--- src/yuv_defines.svh ---
`ifndef YUV_DEFINES_SVH
`define YUV_DEFINES_SVH

// ---------------------------------------------------------------------------
// Data path and AXI widths
// ---------------------------------------------------------------------------

// One beat carries one plane word
`define YUV_DATA_W 32
`define YUV_ADDR_W 32
`define YUV_ID_W 2

// ---------------------------------------------------------------------------
// Frame fetch shape
// ---------------------------------------------------------------------------

// Y0, Y1 and UV words make up one group and one burst
`define YUV_BURST_BEATS 3
`define YUV_MAX_OUTSTANDING 2
// Entries per plane queue
`define YUV_FIFO_DEPTH 4

`endif
--- src/yuv_pkg.sv ---
`include "yuv_defines.svh"

package yuv_pkg;

    // -----------------------------------------------------------------------
    // AXI4 read channel payloads
    // -----------------------------------------------------------------------

    typedef struct packed {
        logic [`YUV_ADDR_W-1:0] addr;
        logic [`YUV_ID_W-1:0]   id;
        logic [7:0]             len;
        logic [2:0]             size;
        logic [1:0]             burst;
    } axi_ar_t;

    typedef struct packed {
        logic [`YUV_DATA_W-1:0] data;
        logic [`YUV_ID_W-1:0]   id;
        logic [1:0]             resp;
        logic                   last;
    } axi_r_t;

    // -----------------------------------------------------------------------
    // Plane payloads
    // -----------------------------------------------------------------------

    typedef struct packed {
        logic [`YUV_DATA_W-1:0] y0;
        logic [`YUV_DATA_W-1:0] y1;
    } y_pair_t;

    // err is the response flag of the UV beat
    typedef struct packed {
        logic [`YUV_DATA_W-1:0] uv;
        logic                   err;
    } uv_word_t;

    typedef struct packed {
        logic [`YUV_DATA_W-1:0] y0;
        logic [`YUV_DATA_W-1:0] y1;
        logic [`YUV_DATA_W-1:0] uv;
    } yuv_group_t;

endpackage

--- src/yuv_frame_reader.sv ---
`include "yuv_defines.svh"

module yuv_frame_reader
    import yuv_pkg::*;
(
    input  logic                   clk,
    input  logic                   rst_n,
    input  logic                   start,
    input  logic [`YUV_ADDR_W-1:0] base_addr,
    input  logic [`YUV_ADDR_W-1:0] frame_groups,
    output axi_ar_t                ar,
    output logic                   ar_valid,
    input  logic                   ar_ready,
    input  axi_r_t                 r,
    input  logic                   r_valid,
    output logic                   r_ready,
    output logic                   busy,
    output logic                   frame_done,
    output logic                   rd_error,
    output yuv_group_t             out_group,
    output logic                   out_valid,
    input  logic                   out_ready
);

    logic     burst_done;
    logic     y_push;
    logic     uv_push;
    y_pair_t  y_data;
    uv_word_t uv_data;
    logic     y_full;
    logic     uv_full;
    y_pair_t  y_head;
    uv_word_t uv_head;
    logic     y_empty;
    logic     uv_empty;
    logic     pop;

    // -----------------------------------------------------------------------
    // Address and read-data stages
    // -----------------------------------------------------------------------

    rd_addr_gen u_addr (
        .clk, .rst_n, .start, .base_addr, .frame_groups, .burst_done,
        .ar, .ar_valid, .ar_ready, .busy, .frame_done
    );

    rdata_demux u_rdata (
        .clk, .rst_n, .start, .r, .r_valid, .r_ready,
        .y_full, .uv_full, .y_push, .uv_push, .y_data, .uv_data,
        .burst_done, .rd_error
    );

    // -----------------------------------------------------------------------
    // Plane queues and output
    // -----------------------------------------------------------------------

    plane_fifo #(.T(y_pair_t), .DEPTH(`YUV_FIFO_DEPTH)) u_y_fifo (
        .clk, .rst_n, .push(y_push), .push_data(y_data), .pop,
        .pop_data(y_head), .full(y_full), .empty(y_empty)
    );

    plane_fifo #(.T(uv_word_t), .DEPTH(`YUV_FIFO_DEPTH)) u_uv_fifo (
        .clk, .rst_n, .push(uv_push), .push_data(uv_data), .pop,
        .pop_data(uv_head), .full(uv_full), .empty(uv_empty)
    );

    yuv_out_stage u_out (
        .clk, .rst_n, .y_head, .uv_head, .y_empty, .uv_empty, .pop,
        .out_group, .out_valid, .out_ready
    );

endmodule

--- src/yuv_out_stage.sv ---
module yuv_out_stage
    import yuv_pkg::*;
(
    input  logic       clk,
    input  logic       rst_n,
    input  y_pair_t    y_head,
    input  uv_word_t   uv_head,
    input  logic       y_empty,
    input  logic       uv_empty,
    output logic       pop,
    output yuv_group_t out_group,
    output logic       out_valid,
    input  logic       out_ready
);

    logic heads_ready;
    logic slot_free;

    // Both planes of a group leave together
    assign heads_ready = !y_empty && !uv_empty;
    // Register is empty or drains this cycle
    assign slot_free   = !out_valid || out_ready;
    assign pop         = heads_ready && slot_free;

    // -----------------------------------------------------------------------
    // Output register
    // -----------------------------------------------------------------------

    always_ff @(posedge clk or negedge rst_n) begin
        if (!rst_n) begin
            out_valid <= 1'b0;
        end else if (pop) begin
            out_valid <= 1'b1;
        end else if (out_ready) begin
            out_valid <= 1'b0;
        end
    end

    // Group is held until the consumer takes it
    always_ff @(posedge clk) begin
        if (pop) begin
            out_group.y0 <= y_head.y0;
            out_group.y1 <= y_head.y1;
            out_group.uv <= uv_head.uv;
        end
    end

endmodule

--- src/rdata_demux.sv ---
`include "yuv_defines.svh"

module rdata_demux
    import yuv_pkg::*;
(
    input  logic     clk,
    input  logic     rst_n,
    input  logic     start,
    input  axi_r_t   r,
    input  logic     r_valid,
    output logic     r_ready,
    input  logic     y_full,
    input  logic     uv_full,
    output logic     y_push,
    output logic     uv_push,
    output y_pair_t  y_data,
    output uv_word_t uv_data,
    output logic     burst_done,
    output logic     rd_error
);

    localparam int CNT_W = $clog2(`YUV_BURST_BEATS);
    localparam logic [CNT_W-1:0] LAST_BEAT = CNT_W'(`YUV_BURST_BEATS - 1);

    logic [CNT_W-1:0] beat_cnt;
    logic             beat_acc;
    logic             push_q;

    // Room is checked only at a group boundary.
    // A push still in flight counts as taking the last free slot
    assign r_ready    = (beat_cnt != '0) || !(y_full || uv_full || push_q);
    assign beat_acc   = r_valid && r_ready;
    assign burst_done = beat_acc && r.last;
    assign y_push     = push_q;
    assign uv_push    = push_q;

    // Beat position inside the group
    always_ff @(posedge clk or negedge rst_n) begin
        if (!rst_n) begin
            beat_cnt <= '0;
        end else if (start) begin
            beat_cnt <= '0;
        end else if (beat_acc) begin
            beat_cnt <= (beat_cnt == LAST_BEAT) ? '0 : beat_cnt + 1'b1;
        end
    end

    always_ff @(posedge clk or negedge rst_n) begin
        if (!rst_n) begin
            push_q <= 1'b0;
        end else begin
            push_q <= beat_acc && (beat_cnt == LAST_BEAT);
        end
    end

    // -----------------------------------------------------------------------
    // Plane words
    // -----------------------------------------------------------------------

    always_ff @(posedge clk) begin
        if (beat_acc) begin
            case (beat_cnt)
                CNT_W'(0): y_data.y0 <= r.data;
                CNT_W'(1): y_data.y1 <= r.data;
                default: begin
                    uv_data.uv  <= r.data;
                    uv_data.err <= (r.resp != 2'b00);
                end
            endcase
        end
    end

    // Sticky only until the next OKAY beat
    always_ff @(posedge clk or negedge rst_n) begin
        if (!rst_n) begin
            rd_error <= 1'b0;
        end else if (beat_acc) begin
            rd_error <= (r.resp != 2'b00);
        end
    end

endmodule

--- src/rd_addr_gen.sv ---
`include "yuv_defines.svh"

module rd_addr_gen
    import yuv_pkg::*;
(
    input  logic                   clk,
    input  logic                   rst_n,
    input  logic                   start,
    input  logic [`YUV_ADDR_W-1:0] base_addr,
    input  logic [`YUV_ADDR_W-1:0] frame_groups,
    input  logic                   burst_done,
    output axi_ar_t                ar,
    output logic                   ar_valid,
    input  logic                   ar_ready,
    output logic                   busy,
    output logic                   frame_done
);

    localparam int AW = `YUV_ADDR_W;
    localparam int OUT_W = $clog2(`YUV_MAX_OUTSTANDING + 1);
    localparam int BYTES_PER_BEAT = `YUV_DATA_W / 8;
    localparam logic [AW-1:0] GROUP_BYTES = AW'(`YUV_BURST_BEATS * BYTES_PER_BEAT);
    localparam logic [1:0] BURST_INCR = 2'b01;

    logic [AW-1:0]    addr_q;
    logic [AW-1:0]    issued_q;
    logic [AW-1:0]    done_q;
    logic [OUT_W-1:0] outstanding_q;
    logic [AW-1:0]    issued_nxt;
    logic [OUT_W-1:0] outstanding_nxt;
    logic             ar_xfer;
    logic             last_done;

    assign ar_xfer         = ar_valid && ar_ready;
    assign issued_nxt      = issued_q + AW'(ar_xfer);
    assign outstanding_nxt = outstanding_q + OUT_W'(ar_xfer) - OUT_W'(burst_done);
    // The completing burst of the frame ends it
    assign last_done       = busy && burst_done && (done_q + 1'b1 == frame_groups);

    // Fixed incrementing burst, only the address moves
    always_comb begin
        ar       = '0;
        ar.addr  = addr_q;
        ar.id    = '0;
        ar.len   = 8'(`YUV_BURST_BEATS - 1);
        ar.size  = 3'($clog2(BYTES_PER_BEAT));
        ar.burst = BURST_INCR;
    end

    // -----------------------------------------------------------------------
    // Frame control and AR issue
    // -----------------------------------------------------------------------

    always_ff @(posedge clk or negedge rst_n) begin
        if (!rst_n) begin
            busy          <= 1'b0;
            frame_done    <= 1'b0;
            ar_valid      <= 1'b0;
            addr_q        <= '0;
            issued_q      <= '0;
            done_q        <= '0;
            outstanding_q <= '0;
        end else begin
            frame_done <= 1'b0;
            if (!busy) begin
                if (start) begin
                    addr_q        <= base_addr;
                    issued_q      <= '0;
                    done_q        <= '0;
                    outstanding_q <= '0;
                    if (frame_groups != '0) begin
                        busy     <= 1'b1;
                        ar_valid <= 1'b1;
                    end else begin
                        frame_done <= 1'b1;
                    end
                end
            end else begin
                if (ar_xfer) begin
                    addr_q <= addr_q + GROUP_BYTES;
                end
                issued_q      <= issued_nxt;
                outstanding_q <= outstanding_nxt;
                // ar_valid may only change when idle or on a transfer
                if (!ar_valid || ar_xfer) begin
                    ar_valid <= (issued_nxt < frame_groups) &&
                                (outstanding_nxt < OUT_W'(`YUV_MAX_OUTSTANDING));
                end
                if (burst_done) begin
                    done_q <= done_q + 1'b1;
                end
                if (last_done) begin
                    busy       <= 1'b0;
                    frame_done <= 1'b1;
                    ar_valid   <= 1'b0;
                end
            end
        end
    end

endmodule

--- src/plane_fifo.sv ---
module plane_fifo
    import yuv_pkg::*;
#(
    parameter type T     = y_pair_t,
    parameter int  DEPTH = 4
) (
    input  logic clk,
    input  logic rst_n,
    input  logic push,
    input  T     push_data,
    input  logic pop,
    output T     pop_data,
    output logic full,
    output logic empty
);

    localparam int PTR_W = (DEPTH > 1) ? $clog2(DEPTH) : 1;
    localparam int CNT_W = $clog2(DEPTH + 1);

    T                 mem [DEPTH];
    logic [PTR_W-1:0] wr_ptr;
    logic [PTR_W-1:0] rd_ptr;
    logic [CNT_W-1:0] count;
    logic             do_push;
    logic             do_pop;

    // Wraps at DEPTH, which need not be a power of two
    function automatic logic [PTR_W-1:0] ptr_inc(input logic [PTR_W-1:0] p);
        return (p == PTR_W'(DEPTH - 1)) ? '0 : p + 1'b1;
    endfunction

    assign full     = (count == CNT_W'(DEPTH));
    assign empty    = (count == '0);
    assign do_push  = push && !full;
    assign do_pop   = pop && !empty;
    assign pop_data = mem[rd_ptr];

    always_ff @(posedge clk) begin
        if (do_push) begin
            mem[wr_ptr] <= push_data;
        end
    end

    always_ff @(posedge clk or negedge rst_n) begin
        if (!rst_n) begin
            wr_ptr <= '0;
            rd_ptr <= '0;
            count  <= '0;
        end else begin
            if (do_push) begin
                wr_ptr <= ptr_inc(wr_ptr);
            end
            if (do_pop) begin
                rd_ptr <= ptr_inc(rd_ptr);
            end
            count <= count + CNT_W'(do_push) - CNT_W'(do_pop);
        end
    end

endmodule

--- config.mk ---
export PLATFORM = sky130hd
export DESIGN_NAME = yuv_frame_reader
export DESIGN_NICKNAME = d
export VERILOG_FILES = /design/src/yuv_pkg.sv /design/src/yuv_frame_reader.sv /design/src/yuv_out_stage.sv /design/src/rdata_demux.sv /design/src/rd_addr_gen.sv /design/src/plane_fifo.sv
export VERILOG_INCLUDE_DIRS = /design/src
export SDC_FILE = /design/constraint.sdc
export NUM_CORES = 1
export LEC_CHECK = 0
export BUFFER_PORTS_ARGS = -buffer_cell sky130_fd_sc_hd__buf_2
export CAP_MARGIN = 20
export CORE_ASPECT_RATIO = 0.75
export CORE_MARGIN = 5
export CORE_UTILIZATION = 30
export DETAILED_ROUTE_END_ITERATION = 10
export GPL_TIMING_DRIVEN = 0
export SYNTH_ARGS = -nofsm -noshare
export SYNTH_HDL_FRONTEND = slang
export SYNTH_SLANG_ARGS = --single-unit
--- constraint.sdc ---
create_clock -name clk -period 5.78 [get_ports clk]
set_input_delay 0.578 -clock clk [delete_from_list [all_inputs] [get_ports clk]]
set_output_delay 0.578 -clock clk [all_outputs]
set_load 0.005 [all_outputs]
* Yosys cells after proc, flatten, opt, wreduce, memory -nomap -nowiden
Memories as Yosys holds them, arrays and structs flattened. A register that Yosys moved wholly into a read port is not among the register bits.
Index checks and enable logic that the tools add are counted.
** Storage, ports and cells
- Register bits :: 217
- Memory bits (writable) :: 388
- Input bits :: 107
- Output and inout bits :: 149
- Word-level logic and storage cells :: 129
- Memories kept :: 2
** Memories
- u_y_fifo.mem :: words 4, bits a word 64, read ports 1, clocked after memory_dff 1, wr ports 1, RTL line plane_fifo.sv:20 : T mem [DEPTH];
- u_uv_fifo.mem :: words 4, bits a word 33, read ports 1, clocked after memory_dff 1, wr ports 1, RTL line plane_fifo.sv:20
** Operators by class
- Add/sub/neg operators :: 14
- $lt $le $gt $ge :: 2
- Equality and inequality tests :: 12
- Muxes and demuxes :: 35
- Bitwise gates (word level) :: 1
- Reduce and logical (&&, ||, !) cells :: 42
** Operator list (number)
- $mux W32 :: 7
- $add A32 B1 Y32 :: 1
- $add A32 B1 Y32 const B :: 1
- $add A32 B4 Y32 const B :: 1
- $eq A32 B32 Y1 :: 1
- $lt A32 B32 Y1 :: 1
- $reduce_bool A32 Y1 :: 1
- $mux W1 :: 19
- $mux W2 :: 9
- $logic_and A1 B1 Y1 :: 13
- $reduce_bool A2 Y1 :: 6
- $add A2 B1 Y2 const B :: 5
- $eq A2 B2 Y1 const B :: 5
- $reduce_and A2 Y1 :: 5
- $logic_not A1 Y1 :: 7
- $add A3 B1 Y3 :: 2
- $eq A3 B3 Y1 const B :: 2
- $logic_not A3 Y1 :: 2
- $sub A3 B1 Y3 :: 2
- $logic_or A1 B1 Y1 :: 5
- $ne A3 B3 Y1 const B :: 1
- $reduce_and A3 Y1 :: 1
- $add A2 B1 Y2 :: 1
- $eq A2 B1 Y1 const B :: 1
- 7 further kinds :: 7

* Depth between registers and ports, before layout
Gate-level depths: netlist (run 1).
- Depth after elaboration :: 13
- Mapped depth :: 19
- Depth with buffers taken out :: 17

* By module
From an unflattened synthesis (run 1), not the netlist that was laid out.
** Unflattened totals
- Cells, all modules :: 1814
- Area total of the unflattened synthesis :: 29204.3 um^2
** Modules (own cells, without submodules)
- plane_fifo (u_y_fifo) :: times used 1, cells each 372, area an instance 9666.8 um^2, seq. area each 7862.5 um^2
- rd_addr_gen :: times used 1, cells each 1010, area an instance 8201.6 um^2, seq. area each 2527.4 um^2
- plane_fifo (u_uv_fifo) :: times used 1, cells each 212, area an instance 5266.3 um^2, seq. area each 4139.0 um^2
- rdata_demux :: times used 1, cells each 120, area an instance 3130.5 um^2, seq. area each 3012.9 um^2
- yuv_out_stage :: times used 1, cells each 100, area an instance 2939.1 um^2, seq. area each 2907.8 um^2

* Least setup slack after synthesis (run 1)
Ideal clock, no wire load.
- Kind :: register -> register
- Start point :: register u_uv_fifo.count[1]
- End point :: register u_uv_fifo.rd_ptr[0]
- Setup time :: 0.090 ns
- Arrival time :: 6.224 ns
- Data required time :: 5.690 ns
- Setup slack :: -0.534 ns
- Stages on the path, launching flop included :: 5
- Buffers on the path :: 0
- Clock period less this slack :: 6.314 ns
- Cells stage by stage :: dfrtp_1 > or3_1 > o31ai_1 > a21oi_1 > mux2_2
** On the way
- Longest elaborated chain between the ends :: 5
** Ends and longest elaborated chain
- from (decl) :: RTL line plane_fifo.sv:23 : logic [CNT_W-1:0] count;
- from (signal assigned) :: RTL line plane_fifo.sv:56 : count <= count + CNT_W'(do_push) - CNT_W'(do_pop);
- $logic_not A3 Y1 :: RTL line plane_fifo.sv:33 : assign empty = (count == '0);
- $logic_not A1 Y1 :: RTL line yuv_out_stage.sv:20 : assign heads_ready = !y_empty && !uv_empty;
- $logic_and A1 B1 Y1 :: RTL line yuv_out_stage.sv:20
- $logic_and A1 B1 Y1 :: RTL line yuv_out_stage.sv:23 : assign pop = heads_ready && slot_free;
- via pop :: RTL line yuv_frame_reader.sv:36 : logic pop;
- $logic_and A1 B1 Y1 :: RTL line plane_fifo.sv:35 : assign do_pop = pop && !empty;
- to (signal assigned) :: RTL line plane_fifo.sv:54 : rd_ptr <= ptr_inc(rd_ptr);
- to (decl) :: RTL line plane_fifo.sv:22 : logic [PTR_W-1:0] rd_ptr;
The timed path passes the listed nets, and every way through them passes these cells.
A chain may end at the register's enable or synchronous reset.

* Worst setup path in the final report (run 1)
- Start point :: register u_addr.ar_valid
- End point :: register u_addr.ar_valid
** On the way
- Longest elaborated chain between the ends :: 8
- Elaborated cells on any way between the ends :: 14
- Classes of those cells :: add/sub: 3; order compare: 2; eq/ne: 1; mux: 3; reduce/logical: 5
** Ends and longest elaborated chain
- from (decl) :: RTL line rd_addr_gen.sv:13 : output logic ar_valid,
- from (signal assigned) :: RTL line rd_addr_gen.sv:86 : ar_valid <= (issued_nxt < frame_groups) &&
- branches (longest 8 deep; another with $add A32 B1 Y32)
Several ways; the timed one is not identified. The select of a mux whose other input is x is not followed.

==> out/qor.yml, run 1 <==
worst_slew_pin_slew_ns: 1.13
outcome: "completed"
synthTopCellsByArea: "edfxtp_1 (62%), dfrtp_1 (11%), mux4_2 (7.7%)"
slew_violations: 0
antenna_found_initial: 6
syn_to_final_growth_pct: 21.0
slowest_stage: "clkbuf_1"
drv_cap: 0
p_switching_uw: 4220
cts_tree: "done"
drc: 0
clk_latency_ns: 0.64
p_total_uw: 14900
vdd_drop_max_mv: 0.260
initial_utilization_pct: 30.2
worstPathCellList: "nand2_1 > inv_1 > clkbuf_1 > ha_1 > ha_1 > and3_1 > clkbuf_1 > nand2_1 > nor2_1 > nand4_1 > nor2_1 > nand2_1 > xnor2_1 > ha_1 > a21o_1 > a21o_1 > a2111oi_0 > o211ai_1 > o22ai_1"
p_int_uw: 10700
ys_seq_elements: 696
crit_required_ns: 6.33
finClkSkew_ns: 0.0340
coreArea_mm2: 0.0932
rr_startpoint: "u_addr.ar_valid"
grt_max_degree: 63
final_cells: 3336
final_common_cell: "edfxtp_1"
rr_worst_depth: 19
io_pins: 256
clk_pin_slew_ns: 0.06
nFillCells: 8805
dieArea_mm2: 0.100
cp_slowest_stage_delay_ns: 0.53
layout_common_cells: "edfxtp_1 (576), buf_2 (241), dfrtp_1 (120)"
cts_buffer_depth: 3
place.port_buffers: 237
multiInputGateArea_mm2: 0.00723
synthArstFlopShare_pct: 17.2
critPathBufInv: 3
register_area_mm2: 0.0203
finalSetupViolCount: 0
p_comb_share_pct: 21.8
p_per_area_mw_per_mm2: 438
rsz0062_at_grt: "false"
sequentialPowerShare_pct: 45.8
die_y_um: 275
worst-setup-path-type: "flip-flop to flip-flop"
worstSetupStartpointType: "flip-flop"
worstHoldPathType: "primary input to flip-flop"
syn_inst: 1680
first_pass_iters: 5
synth-seq-area-share_pct: 72.2
switching_share_pct: 28.3
final_hold_viol_count: 0
netlist_area_mm2: 0.0281
min_period_ns: 4.70
wl_per_cell_um: 21.2
r2r_slack_ns: 1.08
die_w_um: 363
viasPerCell: 4.82
yosysWarnings: 0
synth.distinct_cells: 62
hold_slack_ns: 0.136
hold_end: "u_addr.addr_q[0]"
p_leak_uw: 0.0124
drt_iter0_drc: 1490
synth-edff-count: 576
synth_flop_cell: "edfxtp_1"
min_from: "base_addr[0]"
std_cell_rows: 97
gr-usage-all-layers_pct: 14.0
numCtsBuffers: 74
wl_um: 70600
hold-path-cell-count: 3
power_frac_clock_pct: 32.5
grt_pass1_wl_um: 105000
post_cts_buffers: 0
end_kind: "flip-flop"
fin_crit_sh_pct: 81.3
clock-sinks: 696
crit_family: "simple AND/OR/NAND/NOR gates"
gp_congestion: 0.869
clock.fmax_ghz: 0.213
critPathMaxFanout: 11
yosysTopAreaCell: "edfxtp_1"
grt_pass1_vias: 16600
crit_arrival_ns: 5.25
relSlewSlack_pct: 24.2
synth_top_area_share_pct: 61.5
vias: 16100
dp.cells: 3193
clockRootBuffer: "clkbuf_16"
synth_area_per_cell_um2: 16.7
globalRouteOverflowTotal: 0
fin_nets: 2196
h-tree-depth: 3
rr_endpoint: "u_addr.ar_valid"
drive_above_1_share_pct: 25.1
ant_nets: 0
dp_hpwl_um: 49200
-- kinds of logic (layout without fill, tap and decap cells) --
kind of cell / after synthesis / in the layout / share of synthesized area [%]
flops: 696 / 696 / 72.2
mux: 111 / 111 / 8.24
fa+ha+maj: 53 / 53 / 2.41
compound gates: 227 / 227 / 5.23
xor+xnor: 95 / 95 / 2.96
buf+inv: 154 / 554 / 2.36
other cells: 2 / 21 / 0.0267
simple gates: 342 / 342 / 6.54
-- routing by layer --
layer | routed length, µm | global-route usage (%) | vias to the layer above
li1 | - | - | 7207
met1 | 30200 | 19.0 | 8178
met2 | 33000 | 22.6 | 585
met3 | 5690 | 3.50 | 113
met4 | 1740 | 3.93 | 0
met5 | 0 | 0 | -
-- repair_timing --
| item | in CTS | in global routing |
|---|---|---|
| resized for setup | 0 | 0 |
| endpoints found under the setup margin | 0 | 0 |
| hold buffers | 1 | 0 |
| endpoints found under the hold margin | 58 | 0 |
-- tightest hold or removal path: stages --
cell,delay [ns]
buf_2,0.08
nand2_1,0.04
nand2_1,0.04
-- cells in the mapped netlist, types with 2 or more instances --
cell type / number
ha_1: 51
dfrtp_1: 120
o211ai_1: 2
inv_1: 68
nor4_1: 11
o41ai_1: 4
and4_1: 12
or3_1: 6
nand2_1: 81
a211o_1: 2
and3_1: 26
nor3_1: 11
nor2_1: 66
conb_1: 2
mux2i_1: 11
a21oi_1: 40
nand3_1: 41
o31ai_1: 19
a22o_1: 31
o21ai_0: 74
nand2b_1: 4
nor2b_1: 17
buf_2: 5
buf_4: 19
xnor2_1: 66
mux2_2: 4
nor4_4: 3
mux4_2: 96
buf_1: 12
o32ai_1: 2
o22ai_1: 9
nor4b_1: 2
a2111oi_0: 3
xor2_1: 29
a211oi_1: 15
nor3b_1: 9
a21o_1: 11
nand4_1: 28
a31oi_1: 4
clkbuf_1: 48
edfxtp_1: 576
a41oi_1: 2
fa_1: 2
and2_1: 18
-- sequential cells by signal, indices dropped and copies added (netlist names), 3 cells and up --
signal / cells
u_addr.addr_q: 32
u_uv_fifo.mem: 128
u_rdata.uv_data: 32
u_y_fifo.count: 3
u_addr.issued_q: 32
u_rdata.y_data: 64
u_addr.done_q: 32
u_out.out_group: 96
u_uv_fifo.count: 3
u_y_fifo.mem: 256
-- worst max-delay path by stage --
stage                             startpoint                  end  slack [ns]  cells past startpoint
final                        u_addr.ar_valid      u_addr.ar_valid        1.08                     19
after global routing         u_addr.ar_valid      u_addr.ar_valid        0.58                     19
after CTS                    u_addr.ar_valid      u_addr.ar_valid        1.03                     19
after detailed placement            ar_ready      u_addr.ar_valid        0.74                     20
after global placement    u_uv_fifo.count[2]   u_rdata.y_data[37]       -2.17                      4
after floorplan                    out_ready  u_uv_fifo.rd_ptr[0]        1.66                      3
-- area by class of cell --
type	instances	share of cell area, %
repair buffers	267	5.15
clock inverters	39	1.55
multi-input cells	843	21.3
plain buffers	86	1.20
diodes	6	0.0442
flip-flops and latches	696	59.7
clock buffers	94	5.78
inverters	68	0.751
well taps	1237	4.55
-- per-stage QoR --
step,setup WS (ns),TNS [ns],cell area (µm²),util [%]
detailed placement,0.742,0,31400,33.7
floorplan,1.66,0,28200,-
CTS,1.03,0,33900,36.4
global route,0.579,0,34000,36.5
global placement,-2.17,-177.29,30900,33.1
finish,1.08,0,34000,36.5
-- power groups by stage --
stage / combinational (µW) / sequential (µW) / clock (µW)
final: 3240 / 6810 / 4830
after global routing: 3580 / 6890 / 5200
after CTS: 3320 / 6830 / 4980
after detailed placement: 3300 / 6930 / 0
after global placement: 3040 / 6980 / 0
after floorplan: 1700 / 6870 / 0
No activity file was read; power rests on OpenSTA's default activity.
==> run 2: changes to the inputs <==
--- a/config.mk
+++ b/config.mk
@@ -6,6 +6,7 @@
 export SDC_FILE = /design/constraint.sdc
 export NUM_CORES = 1
 export LEC_CHECK = 0
+export ABC_AREA = 1
 export BUFFER_PORTS_ARGS = -buffer_cell sky130_fd_sc_hd__buf_2
 export CAP_MARGIN = 20
 export CORE_ASPECT_RATIO = 0.75
==> constraint.sdc (replaced) <==
create_clock -name clk -period 4.1 [get_ports clk]
set_input_delay 0.41 -clock clk [delete_from_list [all_inputs] [get_ports clk]]
set_output_delay 0.41 -clock clk [all_outputs]
set_load 0.005 [all_outputs]
==> out/qor.yml, run 2 <==
regMostFlops: "u_y_fifo.mem"  # unchanged
numCtsBuffers: 71  # was 74
setup_tns_ns: 0  # unchanged
finalSetupViolCount: 0  # unchanged
largest_reg_flops: 256  # unchanged
fin_crit_sh_pct: 91.6  # was 81.3%
syn_inst: 2449  # was 1680
end_kind: "flip-flop"  # unchanged
worst-setup-path-type: "flip-flop to flip-flop"  # unchanged
grt_pass1_vias: 18800  # was 16600
layout_common_cells: "edfxtp_1 (576), nand2_1 (330), nor2_1 (304)"  # was edfxtp_1 (576), buf_2 (241), dfrtp_1 (120)
wl_per_cell_um: 19.2  # was 21.2 µm
p_per_area_mw_per_mm2: 648  # was 438 mW/mm²
fin_nets: 2982  # was 2196
outcome: "completed"  # unchanged
ys_seq_elements: 696  # unchanged
crit_arrival_ns: 4.27  # was 5.25 ns
globalRouteOverflowTotal: 0  # unchanged
finClkSkew_ns: 0.0491  # was 0.0340 ns
drt_iter0_drc: 2045  # was 1490
vdd_drop_max_mv: 0.350  # was 0.260 mV
synth.distinct_cells: 46  # was 62
drv_cap: 0  # unchanged
syn_to_final_growth_pct: 20.9  # was 21.0%
yosysWarnings: 0  # unchanged
synth_top_area_share_pct: 59.5  # was 61.5%
die_w_um: 369  # was 363 µm
synthMuxAreaShare_pct: 0  # was 8.24%
synthAdderAreaFrac_pct: 2.33  # was 2.41%
p_leak_uw: 0.0133  # was 0.0124 µW
dieArea_mm2: 0.103  # was 0.100 mm²
clk_pin_slew_ns: 0.07  # was 0.06 ns
dp_hpwl_um: 56000  # was 49200 µm
grt_max_degree: 62  # was 63
synthArstFlopShare_pct: 17.2  # unchanged
clock-sinks: 696  # unchanged
dp.cells: 3972  # was 3193
clock.fmax_ghz: 0.266  # was 0.213 GHz
yosysMostFrequentCell: "edfxtp_1"  # unchanged
synth-compound-area-share_pct: 8.89  # was 5.23%
yosysTopAreaCell: "edfxtp_1"  # unchanged
drc: 0  # unchanged
gp_congestion: 0.902  # was 0.869
wl_um: 79300  # was 70600 µm
first_pass_iters: 5  # unchanged
std_cell_rows: 98  # was 97
reg_top3: "u_y_fifo.mem: 256 flops, u_uv_fifo.mem: 128 flops, u_out.out_group: 96 flops"  # unchanged
synth_top_family_by_area: "simple AND/OR/NAND/NOR gates"  # was multiplexers
ant_nets: 0  # unchanged
final_cells: 4132  # was 3336
worstHoldPathType: "primary input to flip-flop"  # unchanged
synth-seq-area-share_pct: 69.9  # was 72.2%
rsz0062_at_grt: "false"  # unchanged
synth_flop_cell: "edfxtp_1"  # unchanged
critPathMaxFanout: 5  # was 11
synth_common_cells: "edfxtp_1 (576), nand2_1 (330), nor2_1 (315)"  # was edfxtp_1 (576), dfrtp_1 (120), mux4_2 (96)
io_pins: 256  # unchanged
place.port_buffers: 238  # was 237
synth_xor_area_share_pct: 1.67  # was 2.96%
netlist_area_mm2: 0.0290  # was 0.0281 mm²
synth_area_per_cell_um2: 11.9  # was 16.7 µm²
vias: 19900  # was 16100
clockRootBuffer: "clkbuf_16"  # unchanged
grt_pass1_wl_um: 118000  # was 105000 µm
min_period_ns: 3.75  # was 4.70 ns
slew_violations: 0  # unchanged
initial_utilization_pct: 30.4  # was 30.2%
synth-edff-count: 576  # unchanged
antenna_found_initial: 19  # was 6
relSlewSlack_pct: 28.2  # was 24.2%
final_hold_viol_count: 0  # unchanged
viasPerCell: 4.81  # was 4.82
worstSetupStartpointType: "flip-flop"  # unchanged
worst_slew_pin_slew_ns: 1.07  # was 1.13 ns
drive_above_1_share_pct: 15.6  # was 25.1%
cts_tree: "done"  # unchanged
h-tree-depth: 3  # unchanged
synth-simple-area-share_pct: 12.8  # was 6.54%
clk_latency_ns: 0.66  # was 0.64 ns
die_y_um: 279  # was 275 µm
final_common_cell: "edfxtp_1"  # unchanged
crit_required_ns: 4.61  # was 6.33 ns
gr-usage-all-layers_pct: 15.0  # was 14.0%
cts_buffer_depth: 3  # unchanged
synthTopCellsByArea: "edfxtp_1 (60%), dfrtp_1 (10%), o21ai_0 (4.3%)"  # was edfxtp_1 (62%), dfrtp_1 (11%), mux4_2 (7.7%)
nFillCells: 9268  # was 8805
coreArea_mm2: 0.0956  # was 0.0932 mm²
==> run 2: critical path, stage by stage, from the launching register on <==
cell and delay [ns]:
dfrtp_2 0.41, nand2_1 0.14, inv_2 0.12, ha_1 0.18, nand2_1 0.07, nor2_1 0.09, nand2_1 0.08, nor2_2 0.13
nand2_2 0.10, nor3_4 0.28, nand2_4 0.10, nor2_4 0.13, nand3_4 0.09, nor2_4 0.11, nand2_4 0.09, nor2_2 0.10
xor2_1 0.21, inv_1 0.07, ha_1 0.31, nand4_1 0.15, o221a_2 0.30, nand2_1 0.07, nand2_1 0.04, nand3_1 0.08
nand2_1 0.05, nand2_1 0.10, nand2_1 0.05
==> run 2: per-stage QoR <==
stage               util (%)  hold WS, ns  area (µm²)  power, µW  setup slack [ns]
finish                  36.7       0.0319       35100      22800             0.346
global route            36.7      0.00417       35100      24100           0.00693
CTS                     36.7     0.000502       35100      23000             0.103
detailed placement      33.9        0.457       32400      16200            0.0346
global placement        33.3        0.458       31900      16100             -2.32
floorplan                  -        0.114       29100      13300             0.280
==> run 2: worst paths after layout <==
path,startpoint,cells after the start,end,slack (ns)
max,u_addr.ar_valid,26,u_addr.ar_valid,0.35
min,r[6],1,u_rdata.y_data[33],0.03
max reg2reg,u_addr.ar_valid,26,u_addr.ar_valid,0.35
min reg2reg,u_addr.addr_q[0],2,u_addr.addr_q[0],0.47
max in group asynchronous,rst_n,3,u_uv_fifo.wr_ptr[1],2.98
min in group asynchronous,rst_n,2,u_addr.issued_q[24],0.29
==> run 2: layer usage <==
metal,track usage (%),up-vias,share of wire [%]
li1,-,9361,-
met1,22.3,9606,46
met2,21.8,779,43
met3,4.04,112,8.7
met4,3.73,14,2.1
met5,0,-,0.097
==> run 2: power by group <==
| part | leakage, µW | internal [µW] | switching, µW | total [µW] |
|---|---|---|---|---|
| logic | 0.00530 | 1950 | 4090 | 6040 |
| clock network | 0.00118 | 3820 | 2890 | 6710 |
| registers | 0.00684 | 9210 | 803 | 10000 |
| total | 0.0133 | 15000 | 7780 | 22800 |
==> run 2: kinds of logic (layout without fill, tap and decap cells) <==
logic type | after synthesis | after routing
AOI/OAI and AO/OA | 469 | 469
xor gates and xnor gates | 52 | 52
and+or+nand+nor | 849 | 849
buffers and inverters | 328 | 746
DFF | 696 | 696
other | 2 | 17
adders and majority gates | 53 | 53
==> run 2: area by class of cell <==
cell class | count | area, µm² | share of cell area, %
clock inverters | 42 | 517 | 1.47
repair buffers | 287 | 1920 | 5.46
plain buffers | 103 | 444 | 1.26
clock buffers | 89 | 1910 | 5.45
flip-flops and latches | 696 | 20300 | 57.8
multi-input cells | 1438 | 7610 | 21.7
inverters | 225 | 850 | 2.42
well taps | 1250 | 1560 | 4.45
diodes | 2 | 5.00 | 0.0142
==> run 2: timing repair <==
action	CTS	global route
setup buffers	0	0
resized for setup	0	9
hold buffers	26	1
setup endpoints to repair	0	1
hold endpoints to repair	107	1
